### src/design/physics_pkg.sv
package physics_pkg;

	// Fixed point coordinates, 8 fraction bits
	localparam int SCALE = 256;

	typedef logic signed [23:0] coord_t;

	typedef struct packed {
		coord_t x;
		coord_t y;
		coord_t z;
	} vec3_t;

	typedef struct packed {
		vec3_t pos;
		vec3_t vel;
	} ball_t;

	typedef struct packed {
		vec3_t pos;
		vec3_t vel;
	} paddle_t;

	typedef enum logic [2:0] {
		HIT_NONE,
		HIT_TABLE,
		HIT_PADDLE1,
		HIT_PADDLE2,
		HIT_NET,
		HIT_BOUNDS
	} hit_t;

	typedef struct packed {
		logic in_bounds;
		logic impact_side;
		hit_t last_hit;
		logic [15:0] step_count;
	} status_t;

	// Whole millimetres to fixed point
	function automatic coord_t mm(int v);
		return coord_t'(v * SCALE);
	endfunction

	// ******************************
	// World geometry
	// Z is up, Y runs along the table, X to the right
	localparam vec3_t TABLE_CENTER = '{mm(0), mm(1370), mm(740)};
	localparam vec3_t TABLE_HALF = '{mm(762), mm(1370), mm(15)};
	localparam vec3_t NET_CENTER = '{mm(0), mm(1370), mm(785)};
	localparam vec3_t NET_HALF = '{mm(762), mm(10), mm(30)};
	localparam vec3_t PADDLE_HALF = '{mm(60), mm(10), mm(70)};
	localparam coord_t BALL_RADIUS = mm(20);

	// Play volume, leaving it ends the rally
	localparam vec3_t BOUNDS_MIN = '{mm(-1000), mm(-1000), mm(0)};
	localparam vec3_t BOUNDS_MAX = '{mm(1000), mm(4000), mm(1200)};

	// ******************************
	// Start state and motion
	localparam vec3_t BALL_START_POS = '{mm(0), mm(1370), mm(840)};
	// Velocity is in raw units per step
	localparam vec3_t BALL_START_VEL = '{coord_t'(4), coord_t'(-205), coord_t'(0)};
	localparam vec3_t PADDLE1_START = '{mm(0), mm(0), mm(790)};
	localparam vec3_t PADDLE2_START = '{mm(0), mm(2740), mm(790)};
	localparam coord_t GRAVITY = coord_t'(-1);

	// ******************************
	// Register map, byte addresses
	localparam logic [7:0] REG_RUN = 8'h00;
	localparam logic [7:0] REG_LOAD = 8'h04;
	localparam logic [7:0] REG_START_POS = 8'h08;
	localparam logic [7:0] REG_START_VEL = 8'h14;
	localparam logic [7:0] REG_P1_POS = 8'h20;
	localparam logic [7:0] REG_P2_POS = 8'h2C;
	localparam logic [7:0] REG_P1_VEL = 8'h38;
	localparam logic [7:0] REG_P2_VEL = 8'h44;
	localparam logic [7:0] REG_BALL_POS = 8'h50;
	localparam logic [7:0] REG_BALL_VEL = 8'h5C;
	localparam logic [7:0] REG_IMPACT = 8'h68;
	localparam logic [7:0] REG_IN_BOUNDS = 8'h6C;
	localparam logic [7:0] REG_LAST_HIT = 8'h70;
	localparam logic [7:0] REG_STEPS = 8'h74;

endpackage

### src/design/axi_lite_regs.sv
`timescale 1ns/1ps

module axi_lite_regs #(
	parameter int ADDR_WIDTH = 8
) (
	input logic S_AXI_ACLK,
	input logic S_AXI_ARESETN,
	input logic [ADDR_WIDTH-1:0] S_AXI_AWADDR,
	input logic S_AXI_AWVALID,
	output logic S_AXI_AWREADY,
	input logic [31:0] S_AXI_WDATA,
	input logic S_AXI_WVALID,
	output logic S_AXI_WREADY,
	output logic [1:0] S_AXI_BRESP,
	output logic S_AXI_BVALID,
	input logic S_AXI_BREADY,
	input logic [ADDR_WIDTH-1:0] S_AXI_ARADDR,
	input logic S_AXI_ARVALID,
	output logic S_AXI_ARREADY,
	output logic [31:0] S_AXI_RDATA,
	output logic [1:0] S_AXI_RRESP,
	output logic S_AXI_RVALID,
	input logic S_AXI_RREADY,
	output logic run,
	output physics_pkg::ball_t start_state,
	output logic load_valid,
	input logic load_ready,
	input physics_pkg::paddle_t paddle1,
	input physics_pkg::paddle_t paddle2,
	input physics_pkg::ball_t ball,
	input physics_pkg::status_t status
);
	import physics_pkg::*;

	logic wr_ready;
	logic wr_en;
	logic rd_en;
	logic [ADDR_WIDTH-1:0] wr_addr;
	logic [ADDR_WIDTH-1:0] rd_addr;
	logic [31:0] rd_word;

	// AW and W are accepted together
	assign S_AXI_AWREADY = wr_ready;
	assign S_AXI_WREADY = wr_ready;
	assign S_AXI_BRESP = 2'b00;
	assign S_AXI_RRESP = 2'b00;

	assign wr_en = wr_ready && S_AXI_AWVALID && S_AXI_WVALID;
	assign rd_en = S_AXI_ARREADY && S_AXI_ARVALID;
	assign wr_addr = {S_AXI_AWADDR[ADDR_WIDTH-1:2], 2'b00};
	assign rd_addr = {S_AXI_ARADDR[ADDR_WIDTH-1:2], 2'b00};

	// ******************************
	// Write channel
	always_ff @(posedge S_AXI_ACLK) begin
		if (!S_AXI_ARESETN) begin
			wr_ready <= 1'b0;
			S_AXI_BVALID <= 1'b0;
		end else begin
			wr_ready <= S_AXI_AWVALID && S_AXI_WVALID && !wr_ready && !S_AXI_BVALID;
			if (wr_en) begin
				S_AXI_BVALID <= 1'b1;
			end else if (S_AXI_BREADY) begin
				S_AXI_BVALID <= 1'b0;
			end
		end
	end

	// Control and start state registers
	always_ff @(posedge S_AXI_ACLK) begin
		if (!S_AXI_ARESETN) begin
			run <= 1'b1;
			load_valid <= 1'b0;
			start_state <= '0;
		end else begin
			// Engine took the load request
			if (load_valid && load_ready) begin
				load_valid <= 1'b0;
			end
			if (wr_en) begin
				case (wr_addr)
					REG_RUN: run <= S_AXI_WDATA[0];
					REG_LOAD: begin
						if (S_AXI_WDATA[0]) begin
							load_valid <= 1'b1;
						end
					end
					REG_START_POS: start_state.pos.x <= S_AXI_WDATA[23:0];
					REG_START_POS + 8'h04: start_state.pos.y <= S_AXI_WDATA[23:0];
					REG_START_POS + 8'h08: start_state.pos.z <= S_AXI_WDATA[23:0];
					REG_START_VEL: start_state.vel.x <= S_AXI_WDATA[23:0];
					REG_START_VEL + 8'h04: start_state.vel.y <= S_AXI_WDATA[23:0];
					REG_START_VEL + 8'h08: start_state.vel.z <= S_AXI_WDATA[23:0];
					default: ;
				endcase
			end
		end
	end

	// ******************************
	// Read channel
	always_ff @(posedge S_AXI_ACLK) begin
		if (!S_AXI_ARESETN) begin
			S_AXI_ARREADY <= 1'b0;
			S_AXI_RVALID <= 1'b0;
		end else begin
			S_AXI_ARREADY <= S_AXI_ARVALID && !S_AXI_ARREADY && !S_AXI_RVALID;
			if (rd_en) begin
				S_AXI_RVALID <= 1'b1;
			end else if (S_AXI_RREADY) begin
				S_AXI_RVALID <= 1'b0;
			end
		end
	end

	always_ff @(posedge S_AXI_ACLK) begin
		if (rd_en) begin
			S_AXI_RDATA <= rd_word;
		end
	end

	// Coordinates read back zero extended
	function automatic logic [31:0] zx(coord_t c);
		return {8'b0, c};
	endfunction

	always_comb begin
		rd_word = '0;
		case (rd_addr)
			REG_RUN: rd_word = {31'b0, run};
			REG_LOAD: rd_word = {31'b0, load_valid};
			REG_START_POS: rd_word = zx(start_state.pos.x);
			REG_START_POS + 8'h04: rd_word = zx(start_state.pos.y);
			REG_START_POS + 8'h08: rd_word = zx(start_state.pos.z);
			REG_START_VEL: rd_word = zx(start_state.vel.x);
			REG_START_VEL + 8'h04: rd_word = zx(start_state.vel.y);
			REG_START_VEL + 8'h08: rd_word = zx(start_state.vel.z);
			REG_P1_POS: rd_word = zx(paddle1.pos.x);
			REG_P1_POS + 8'h04: rd_word = zx(paddle1.pos.y);
			REG_P1_POS + 8'h08: rd_word = zx(paddle1.pos.z);
			REG_P2_POS: rd_word = zx(paddle2.pos.x);
			REG_P2_POS + 8'h04: rd_word = zx(paddle2.pos.y);
			REG_P2_POS + 8'h08: rd_word = zx(paddle2.pos.z);
			REG_P1_VEL: rd_word = zx(paddle1.vel.x);
			REG_P1_VEL + 8'h04: rd_word = zx(paddle1.vel.y);
			REG_P1_VEL + 8'h08: rd_word = zx(paddle1.vel.z);
			REG_P2_VEL: rd_word = zx(paddle2.vel.x);
			REG_P2_VEL + 8'h04: rd_word = zx(paddle2.vel.y);
			REG_P2_VEL + 8'h08: rd_word = zx(paddle2.vel.z);
			REG_BALL_POS: rd_word = zx(ball.pos.x);
			REG_BALL_POS + 8'h04: rd_word = zx(ball.pos.y);
			REG_BALL_POS + 8'h08: rd_word = zx(ball.pos.z);
			REG_BALL_VEL: rd_word = zx(ball.vel.x);
			REG_BALL_VEL + 8'h04: rd_word = zx(ball.vel.y);
			REG_BALL_VEL + 8'h08: rd_word = zx(ball.vel.z);
			REG_IMPACT: rd_word = {31'b0, status.impact_side};
			REG_IN_BOUNDS: rd_word = {31'b0, status.in_bounds};
			REG_LAST_HIT: rd_word = {29'b0, status.last_hit};
			REG_STEPS: rd_word = {16'b0, status.step_count};
			default: rd_word = '0;
		endcase
	end

	// ******************************
	// Handshake checks
	bvalid_hold: assert property (@(posedge S_AXI_ACLK) disable iff (!S_AXI_ARESETN)
		S_AXI_BVALID && !S_AXI_BREADY |=> S_AXI_BVALID);

	rvalid_hold: assert property (@(posedge S_AXI_ACLK) disable iff (!S_AXI_ARESETN)
		S_AXI_RVALID && !S_AXI_RREADY |=> S_AXI_RVALID && $stable(S_AXI_RDATA));

	// Load request waits for the engine
	load_hold: assert property (@(posedge S_AXI_ACLK) disable iff (!S_AXI_ARESETN)
		load_valid && !load_ready |=> load_valid);

endmodule

### src/design/ball_engine.sv
`timescale 1ns/1ps

module ball_engine #(
	parameter int TICK_CYCLES = 333333
) (
	input logic S_AXI_ACLK,
	input logic S_AXI_ARESETN,
	input logic run,
	input physics_pkg::ball_t start_state,
	input logic load_valid,
	output logic load_ready,
	input physics_pkg::paddle_t paddle1,
	input physics_pkg::paddle_t paddle2,
	output physics_pkg::ball_t ball,
	output physics_pkg::status_t status
);
	import physics_pkg::*;

	localparam int TICK_W = $clog2(TICK_CYCLES + 1);
	localparam logic [TICK_W-1:0] TICK_LAST = TICK_W'(TICK_CYCLES - 1);

	typedef enum logic [2:0] {
		WAIT,
		PREDICT,
		CLASSIFY,
		BOUNCE,
		COMMIT
	} state_t;

	state_t state;
	logic [TICK_W-1:0] tick_cnt;
	logic tick_run;
	logic load_fire;
	logic step_go;
	vec3_t next_pos;
	hit_t hit;

	assign load_ready = (state == WAIT);
	assign load_fire = load_valid && load_ready;
	assign tick_run = run && status.in_bounds;
	assign step_go = tick_run && (tick_cnt == TICK_LAST);

	collision_detect u_collide (
		.pos(next_pos),
		.paddle1_pos(paddle1.pos),
		.paddle2_pos(paddle2.pos),
		.hit(hit)
	);

	// ******************************
	// Step period
	always_ff @(posedge S_AXI_ACLK) begin
		if (!S_AXI_ARESETN || load_fire) begin
			tick_cnt <= '0;
		end else if (step_go) begin
			tick_cnt <= '0;
		end else if (tick_run) begin
			tick_cnt <= tick_cnt + 1'b1;
		end
	end

	// Predicted position, only read in CLASSIFY
	always_ff @(posedge S_AXI_ACLK) begin
		if (state == PREDICT) begin
			next_pos.x <= ball.pos.x + ball.vel.x;
			next_pos.y <= ball.pos.y + ball.vel.y;
			next_pos.z <= ball.pos.z + ball.vel.z;
		end
	end

	// ******************************
	// Step FSM
	always_ff @(posedge S_AXI_ACLK) begin
		if (!S_AXI_ARESETN) begin
			state <= WAIT;
			ball.pos <= BALL_START_POS;
			ball.vel <= BALL_START_VEL;
			status <= '{in_bounds: 1'b1, impact_side: 1'b0, last_hit: HIT_NONE,
				step_count: 16'd0};
		end else begin
			case (state)
				WAIT: begin
					if (load_fire) begin
						ball <= start_state;
						status.in_bounds <= 1'b1;
						status.last_hit <= HIT_NONE;
						status.step_count <= 16'd0;
					end else if (step_go) begin
						state <= PREDICT;
					end
				end
				PREDICT: state <= CLASSIFY;
				CLASSIFY: begin
					status.last_hit <= hit;
					// Side of the net where the ball landed
					if (hit == HIT_TABLE) begin
						status.impact_side <= (next_pos.y > TABLE_CENTER.y);
					end
					if (hit == HIT_BOUNDS) begin
						status.in_bounds <= 1'b0;
						state <= WAIT;
					end else begin
						state <= BOUNCE;
					end
				end
				BOUNCE: begin
					case (status.last_hit)
						HIT_TABLE, HIT_NET: ball.vel.z <= -ball.vel.z;
						HIT_PADDLE1, HIT_PADDLE2: ball.vel.y <= -ball.vel.y;
						default: ;
					endcase
					state <= COMMIT;
				end
				COMMIT: begin
					ball.pos.x <= ball.pos.x + ball.vel.x;
					ball.pos.y <= ball.pos.y + ball.vel.y;
					ball.pos.z <= ball.pos.z + ball.vel.z;
					ball.vel.z <= ball.vel.z + GRAVITY;
					status.step_count <= status.step_count + 16'd1;
					state <= WAIT;
				end
				default: state <= WAIT;
			endcase
		end
	end

	// Once out of bounds the engine idles until a new load
	halt_out_of_bounds: assert property (@(posedge S_AXI_ACLK) disable iff (!S_AXI_ARESETN)
		state == WAIT && !status.in_bounds |=> state == WAIT);

endmodule

### src/design/collision_detect.sv
`timescale 1ns/1ps

module collision_detect (
	input physics_pkg::vec3_t pos,
	input physics_pkg::vec3_t paddle1_pos,
	input physics_pkg::vec3_t paddle2_pos,
	output physics_pkg::hit_t hit
);
	import physics_pkg::*;

	// Strictly inside center +/- (half + radius) on one axis
	// Two guard bits keep the sums from wrapping near the range ends
	function automatic logic in_span(coord_t p, coord_t c, coord_t h);
		logic signed [25:0] pw;
		logic signed [25:0] lo;
		logic signed [25:0] hi;
		pw = p;
		lo = c;
		hi = c;
		lo = lo - h - BALL_RADIUS;
		hi = hi + h + BALL_RADIUS;
		return (pw > lo) && (pw < hi);
	endfunction

	function automatic logic in_box(vec3_t p, vec3_t c, vec3_t h);
		return in_span(p.x, c.x, h.x) &&
			in_span(p.y, c.y, h.y) &&
			in_span(p.z, c.z, h.z);
	endfunction

	function automatic logic outside(vec3_t p);
		return (p.x < BOUNDS_MIN.x) || (p.x > BOUNDS_MAX.x) ||
			(p.y < BOUNDS_MIN.y) || (p.y > BOUNDS_MAX.y) ||
			(p.z < BOUNDS_MIN.z) || (p.z > BOUNDS_MAX.z);
	endfunction

	// Priority is table, paddle 1, paddle 2, net, then the play volume
	always_comb begin
		if (in_box(pos, TABLE_CENTER, TABLE_HALF)) begin
			hit = HIT_TABLE;
		end else if (in_box(pos, paddle1_pos, PADDLE_HALF)) begin
			hit = HIT_PADDLE1;
		end else if (in_box(pos, paddle2_pos, PADDLE_HALF)) begin
			hit = HIT_PADDLE2;
		end else if (in_box(pos, NET_CENTER, NET_HALF)) begin
			hit = HIT_NET;
		end else if (outside(pos)) begin
			hit = HIT_BOUNDS;
		end else begin
			hit = HIT_NONE;
		end
	end

endmodule

### src/design/paddle_tracker.sv
`timescale 1ns/1ps

module paddle_tracker #(
	parameter physics_pkg::vec3_t START_POS = '0
) (
	input logic S_AXI_ACLK,
	input logic S_AXI_ARESETN,
	input physics_pkg::vec3_t sample,
	input logic valid,
	output physics_pkg::paddle_t paddle
);

	// Image processing cannot stall, every valid sample is taken
	always_ff @(posedge S_AXI_ACLK) begin
		if (!S_AXI_ARESETN) begin
			paddle.pos <= START_POS;
			paddle.vel <= '0;
		end else if (valid) begin
			// Velocity is the step between the last two samples
			paddle.vel.x <= sample.x - paddle.pos.x;
			paddle.vel.y <= sample.y - paddle.pos.y;
			paddle.vel.z <= sample.z - paddle.pos.z;
			paddle.pos <= sample;
		end
	end

endmodule

### src/design/physics_core.sv
`timescale 1ns/1ps

module physics_core #(
	parameter int ADDR_WIDTH = 8,
	parameter int TICK_CYCLES = 333333
) (
	input logic S_AXI_ACLK,
	input logic S_AXI_ARESETN,
	input logic [ADDR_WIDTH-1:0] S_AXI_AWADDR,
	input logic S_AXI_AWVALID,
	output logic S_AXI_AWREADY,
	input logic [31:0] S_AXI_WDATA,
	input logic S_AXI_WVALID,
	output logic S_AXI_WREADY,
	output logic [1:0] S_AXI_BRESP,
	output logic S_AXI_BVALID,
	input logic S_AXI_BREADY,
	input logic [ADDR_WIDTH-1:0] S_AXI_ARADDR,
	input logic S_AXI_ARVALID,
	output logic S_AXI_ARREADY,
	output logic [31:0] S_AXI_RDATA,
	output logic [1:0] S_AXI_RRESP,
	output logic S_AXI_RVALID,
	input logic S_AXI_RREADY,
	input physics_pkg::vec3_t paddle1_sample,
	input logic paddle1_valid,
	input physics_pkg::vec3_t paddle2_sample,
	input logic paddle2_valid
);
	import physics_pkg::*;

	logic run;
	logic load_valid;
	logic load_ready;
	ball_t start_state;
	ball_t ball;
	status_t status;
	paddle_t paddle1;
	paddle_t paddle2;

	axi_lite_regs #(
		.ADDR_WIDTH(ADDR_WIDTH)
	) u_regs (
		.S_AXI_ACLK(S_AXI_ACLK),
		.S_AXI_ARESETN(S_AXI_ARESETN),
		.S_AXI_AWADDR(S_AXI_AWADDR),
		.S_AXI_AWVALID(S_AXI_AWVALID),
		.S_AXI_AWREADY(S_AXI_AWREADY),
		.S_AXI_WDATA(S_AXI_WDATA),
		.S_AXI_WVALID(S_AXI_WVALID),
		.S_AXI_WREADY(S_AXI_WREADY),
		.S_AXI_BRESP(S_AXI_BRESP),
		.S_AXI_BVALID(S_AXI_BVALID),
		.S_AXI_BREADY(S_AXI_BREADY),
		.S_AXI_ARADDR(S_AXI_ARADDR),
		.S_AXI_ARVALID(S_AXI_ARVALID),
		.S_AXI_ARREADY(S_AXI_ARREADY),
		.S_AXI_RDATA(S_AXI_RDATA),
		.S_AXI_RRESP(S_AXI_RRESP),
		.S_AXI_RVALID(S_AXI_RVALID),
		.S_AXI_RREADY(S_AXI_RREADY),
		.run(run),
		.start_state(start_state),
		.load_valid(load_valid),
		.load_ready(load_ready),
		.paddle1(paddle1),
		.paddle2(paddle2),
		.ball(ball),
		.status(status)
	);

	// One tracker per player
	paddle_tracker #(
		.START_POS(PADDLE1_START)
	) u_paddle1 (
		.S_AXI_ACLK(S_AXI_ACLK),
		.S_AXI_ARESETN(S_AXI_ARESETN),
		.sample(paddle1_sample),
		.valid(paddle1_valid),
		.paddle(paddle1)
	);

	paddle_tracker #(
		.START_POS(PADDLE2_START)
	) u_paddle2 (
		.S_AXI_ACLK(S_AXI_ACLK),
		.S_AXI_ARESETN(S_AXI_ARESETN),
		.sample(paddle2_sample),
		.valid(paddle2_valid),
		.paddle(paddle2)
	);

	ball_engine #(
		.TICK_CYCLES(TICK_CYCLES)
	) u_engine (
		.S_AXI_ACLK(S_AXI_ACLK),
		.S_AXI_ARESETN(S_AXI_ARESETN),
		.run(run),
		.start_state(start_state),
		.load_valid(load_valid),
		.load_ready(load_ready),
		.paddle1(paddle1),
		.paddle2(paddle2),
		.ball(ball),
		.status(status)
	);

endmodule

### config.mk
export PLATFORM = sky130hd
export DESIGN_NAME = physics_core
export DESIGN_NICKNAME = d
export VERILOG_FILES = /design/src/design/physics_pkg.sv /design/src/design/axi_lite_regs.sv /design/src/design/ball_engine.sv /design/src/design/collision_detect.sv /design/src/design/paddle_tracker.sv /design/src/design/physics_core.sv
export SDC_FILE = /design/constraint.sdc
export NUM_CORES = 2
export LEC_CHECK = 0
export BUFFER_PORTS_ARGS = -buffer_cell sky130_fd_sc_hd__buf_2
export CAP_MARGIN = 10
export CORE_UTILIZATION = 68
export DETAILED_ROUTE_END_ITERATION = 10
export GPL_TIMING_DRIVEN = 0
export PLACE_DENSITY = 0.9
export SLEW_MARGIN = 20
export SYNTH_ARGS = -nofsm -noshare
export SYNTH_HDL_FRONTEND = slang
export SYNTH_SLANG_ARGS = --single-unit
### constraint.sdc
create_clock -name S_AXI_ACLK -period 11.2 [get_ports S_AXI_ACLK]
set_clock_uncertainty 0.05 [all_clocks]
set_input_delay 0.56 -clock S_AXI_ACLK [delete_from_list [all_inputs] [get_ports S_AXI_ACLK]]
set_output_delay 0.56 -clock S_AXI_ACLK [all_outputs]
set_load 0.02 [all_outputs]
==> results by group, run 1 <==
Status
  – Status: did not finish
  – Stop stage: 5_1_grt
  – Error: [ERROR GRT-0116] Global routing finished with congestion. Check the congestion regions in the DRC Viewer.

Logic synthesis
  – Synth cell count leaders: 718 x nand2_1, 625 x dfxtp_1, 583 x nor2_1
  – Post-synth EDFFs: 96
  – Adder-Cell Fraction of Synth Area: 12.43%
  – Top cells by area, synth: dfxtp_1 26%, ha_1 12%, edfxtp_1 5.9%
  – Mapped Avg Cell Area: 8.179 um^2
  – Post-synth top area share: 25.66%
  – Top cell type by total area after synthesis: dfxtp_1
  – #FFs+latches synth: 721
  – Synth Area in Simple Gates: 19.64%
  – Synth cell types: 88
  – Compound-gate portion of the synthesized area: 22.17%
  – Synth Flop Type: dfxtp_1
  – Count leader, synth: nand2_1
  – Gate Count Post-Synth: 5961
  – Ys Warns: 0
  – Synthesized area: 0.04875 mm^2
  – Post-Synth XOR/XNOR Area: 5.623%
  – Register area share after synthesis: 31.58%
  – Ys async rst share: 0%
  – Post-synthesis mux area share: 4.263%
  – Largest family of logic cells by synthesized area: compound AO/OA/AOI/OAI gates

Clock tree
  – Clock sinks: 721
  – Clock Root Buffer: clkbuf_16
  – Post-CTS sizing: 0
  – Cts hold-fix bufs: 0
  – Post-CTS Setup Bufs: 0
  – TritonCTS Buffers: 80
  – # H-tree levels: 3
  – Clock buffer depth: 3

Placed design
  – Post-DP HPWL: 192800 um
  – Placed inst area: 0.05120 mm^2
  – Place WS: 5015 ps
  – IO buf count: 211
  – Final Wtd Congestion: 1.313

Floorplan
  – Starting Density: 69.14%
  – I/O pin cnt: 242
  – Die width: 269.8 um
  – Die height: 269.8 um
  – Row cnt: 97

Global route
  – GRT Residual Overflow: 8
  – Global-route usage over all layers: 69.28%
  – Vias in the first global route: 53790
  – First-pass GRT wire length: 370100 um
  – Largest net degree at the start of global routing: 18
-- through the flow --
| step | utilization (%) | instances |
|---|---|---|
| after floorplan | - | 5972 |
| after global placement | 72.36 | 7123 |
| after detailed placement | 72.61 | 7137 |
| after CTS | 76.48 | 7286 |
-- metal layers --
| metal | GRT usage [%] | overflow |
|---|---|---|
| met1 | 72.35 | 0 |
| met2 | 86.87 | 5 |
| met3 | 48.55 | 0 |
| met4 | 66.48 | 3 |
| met5 | 28.22 | 0 |
-- cell families after synthesis --
logic type / count (synthesis)
multiplexers: 207
other: 1
flip-flops: 721
AO/OA/AOI/OAI: 1620
AND/OR/NAND/NOR: 2077
buffers and inverters: 543
XOR/XNOR: 313
adder cells (fa/ha/maj): 479
==> run 2: changes to the inputs <==
--- a/config.mk
+++ b/config.mk
@@ -7,10 +7,10 @@
 export LEC_CHECK = 0
 export BUFFER_PORTS_ARGS = -buffer_cell sky130_fd_sc_hd__buf_2
 export CAP_MARGIN = 10
-export CORE_UTILIZATION = 68
+export CORE_UTILIZATION = 40
 export DETAILED_ROUTE_END_ITERATION = 10
 export GPL_TIMING_DRIVEN = 0
-export PLACE_DENSITY = 0.9
+export PLACE_DENSITY_LB_ADDON = 0.15
 export SLEW_MARGIN = 20
 export SYNTH_ARGS = -nofsm -noshare
 export SYNTH_HDL_FRONTEND = slang
==> run 2 against run 1 <==
Effect of this change:
- the flow now finishes, with violations (DRC)
- synthesized cell count unchanged
- area after synthesis unchanged
==> results by group, run 2 <==
Status
  – Status: finished, violations left
  – Failing checks: DRC

Logic synthesis
  – Top cells by area, synth: dfxtp_1 26%, ha_1 12%, edfxtp_1 5.9%
  – Synthesized area: 0.04875 mm^2
  – Ys Warns: 0
  – Register area share after synthesis: 31.58%
  – Top cell type by total area after synthesis: dfxtp_1
  – Ys async rst share: 0%
  – Post-synth EDFFs: 96
  – Gate Count Post-Synth: 5961
  – Mapped Avg Cell Area: 8.179 um^2
  – Count leader, synth: nand2_1
  – #FFs+latches synth: 721
  – Synth Flop Type: dfxtp_1
  – Synth cell types: 88
  – Synth cell count leaders: 718 x nand2_1, 625 x dfxtp_1, 583 x nor2_1
  – Post-synth top area share: 25.66%

Floorplan
  – Die area: 0.1233 mm^2
  – Die width: 351.1 um
  – I/O pin cnt: 242
  – Core ar.: 0.1204 mm^2
  – Row cnt: 127
  – Starting Density: 40.48%
  – Die height: 351.1 um

Timing
  – Unrepaired setup endpoints after global routing: no
  – Worst-margin pin slew: 1288 ps
  – Max_slew headroom: 11.71%
  – Fmax: 140.2 MHz
  – Max Slew Vio Count: 0
  – Period utilization: 63.67%
  – Crit path time final: 7132 ps
  – Setup TNS: 0 ps
  – Setup WS post-layout: 4068 ps
  – Final setup vio count: 0
  – Hold violation count in the final report: 0

Worst setup path
  – Worst R2R End: u_engine.state[0]
  – Maximum fanout along the worst path: 7
  – Reg2Reg Setup Slack: 4070 ps
  – Crit end category: register
  – Critical path arrival: 7730 ps
  – Crit path kind: register to register
  – R2R cell count: 17
  – Worst Path Required: 11800 ps
  – Startpoint type of the worst setup path: register
  – Crit Reg-Reg Startpoint: u_paddle1.paddle[105]

Routing
  – Wire per inst: 36.96 um
  – DRT iter0 DRCs: 7355
  – Vias post-DR: 51930
  – WL final: 295800 um
  – First-pass DRT Iterations: 11
  – Antenna Violating Nets Remaining: 0
  – Vias per std cell: 6.489
  – # DRC: 2

Clock tree
  – # H-tree levels: 3
  – Cts hold-fix bufs: 5
  – Clock Root Buffer: clkbuf_16
  – Clock buffer depth: 3
  – TritonCTS Buffers: 91
  – Post-CTS sizing: 0
  – CTS tree: yes
  – Clock sinks: 721
  – Post-CTS Setup Bufs: 0
  – Worst skew pair latency: 750 ps
  – Clock-pin slew on the worst setup and hold paths: 60 ps

Placed design
  – IO buf count: 211
  – Placed Cells: 7814
  – Final Wtd Congestion: 1.092
  – Post-DP HPWL: 241900 um
  – Place WS: 3968 ps

Finish
  – Final Util: 46.08%
  – Fin cells: 8003
  – Layout cells sized above 1: 7.385%
  – Commonest non-fill, non-tap cell in the layout: nand2_1
  – Nets@finish: 6981
  – Area growth, synth to finish: 13.84%
  – Most frequent cells in the layout: 718 x nand2_1, 625 x dfxtp_1, 583 x nor2_1

Power
  – Power, Total: 7.434 mW
  – Combinational power share: 16.6%
  – Clock power frac: 44.3%
  – Pleak: 21.67 nW
  – Net Switching: 2.359 mW
  – Sw frac: 31.73%
  – Maximum VDD drop: 0.1979 mV
  – Sequential power share: 39.1%
  – P_int: 5.075 mW
  – Cell Pwr Density: 133.9 mW/mm^2

Global route
  – Antenna violations before repair: 32
  – Vias in the first global route: 47110
  – GRT Residual Overflow: 0
  – Largest net degree at the start of global routing: 19
  – Global-route usage over all layers: 46.83%
  – First-pass GRT wire length: 392600 um

Job
  – Max cap viols: 0

Hold path
  – Hold_sp: paddle1_sample[10]
  – Type of the worst min-delay path: input port to register
  – Hold path endpoint: u_paddle1.paddle[82]
  – Hold-critical path depth: 3
[run 2: cell counts after synthesis]
Identical to the previous run, type by type.
[run 2: layout make-up]
class                      instances  area (um^2)
sequential                       721        15390
timing repair buffer             236         1308
tap                             1612         2017
antenna                           13        32.53
clock buffer                     129         2625
buffer                           306         1220
fill                           12370        64950
inverter                         237        889.6
multi-input combinational       4708        31380
clock inverter                    41        633.1
[run 2: worst max path at each step]
stage	start	to	slack, ps	cells past startpoint
final	u_paddle1.paddle[105]	u_engine.state[0]	4070	17
after global placement	u_engine.state[0]	u_engine.next_pos[9]	640	2
after global routing	u_paddle1.paddle[105]	u_engine.state[0]	4070	17
after floorplan	u_engine.state[0]	u_engine.next_pos[0]	5170	2
after CTS	u_paddle1.paddle[105]	u_engine.state[0]	3970	17
after detailed placement	u_paddle1.paddle[105]	u_engine.state[0]	3970	17
[run 2: stage by stage]
step	hold WS (ps)	instance area (um^2)
2_1_floorplan	375.7	48790
3_3_place_gp	373.4	51870
3_5_place_dp	381.7	52120
4_1_cts	2.791	55430
5_1_grt	31.73	55470
6_report	19.27	55500
[run 2: power groups by stage]
stage	logic [mW]	clock network (mW)	registers, mW
2_1_floorplan	0.769	0	2.81
3_3_place_gp	1.18	0	2.94
3_5_place_dp	1.19	0	2.94
4_1_cts	1.20	3.28	2.88
5_1_grt	1.32	3.38	2.89
6_report	1.23	3.29	2.91
[run 2: cell families (layout without fill, tap and decap cells)]
group,count (synthesis),after routing,share of synthesized area (%)
flip-flops,721,721,31.58
adder cells (fa/ha/maj),479,479,12.43
other,1,25,0.007692
XOR/XNOR,313,313,5.623
AO/OA/AOI/OAI,1620,1620,22.17
buffers and inverters,543,949,4.283
AND/OR/NAND/NOR,2077,2077,19.64
multiplexers,207,207,4.263
[run 2: critical path, cell delays in order, from the launching register on]
cell and delay [ps]:
dfxtp_1 690, inv_1 180, ha_1 260, and3_1 240
nor2_1 160, nand4_1 220, nor2_1 210, xnor2_1 150
ha_1 270, a211oi_1 320, o221ai_1 150, a221oi_1 850
nand4_1 490, a311oi_1 630, o2111ai_1 540, nor3_1 990
a211oi_1 240, a2111oi_2 380
[run 2: per-layer routing]
| metal | up-vias | track usage [%] | part of all wire, % |
|---|---|---|---|
| met2 | 3234 | 67.62 | 41 |
| met5 | - | 0 | 0.042 |
| li1 | 22520 | - | - |
| met4 | 18 | 37.56 | 9.6 |
| met1 | 25330 | 58.53 | 39 |
| met3 | 825 | 12.48 | 11 |
Note: power is estimated with default switching activity, not from simulation.
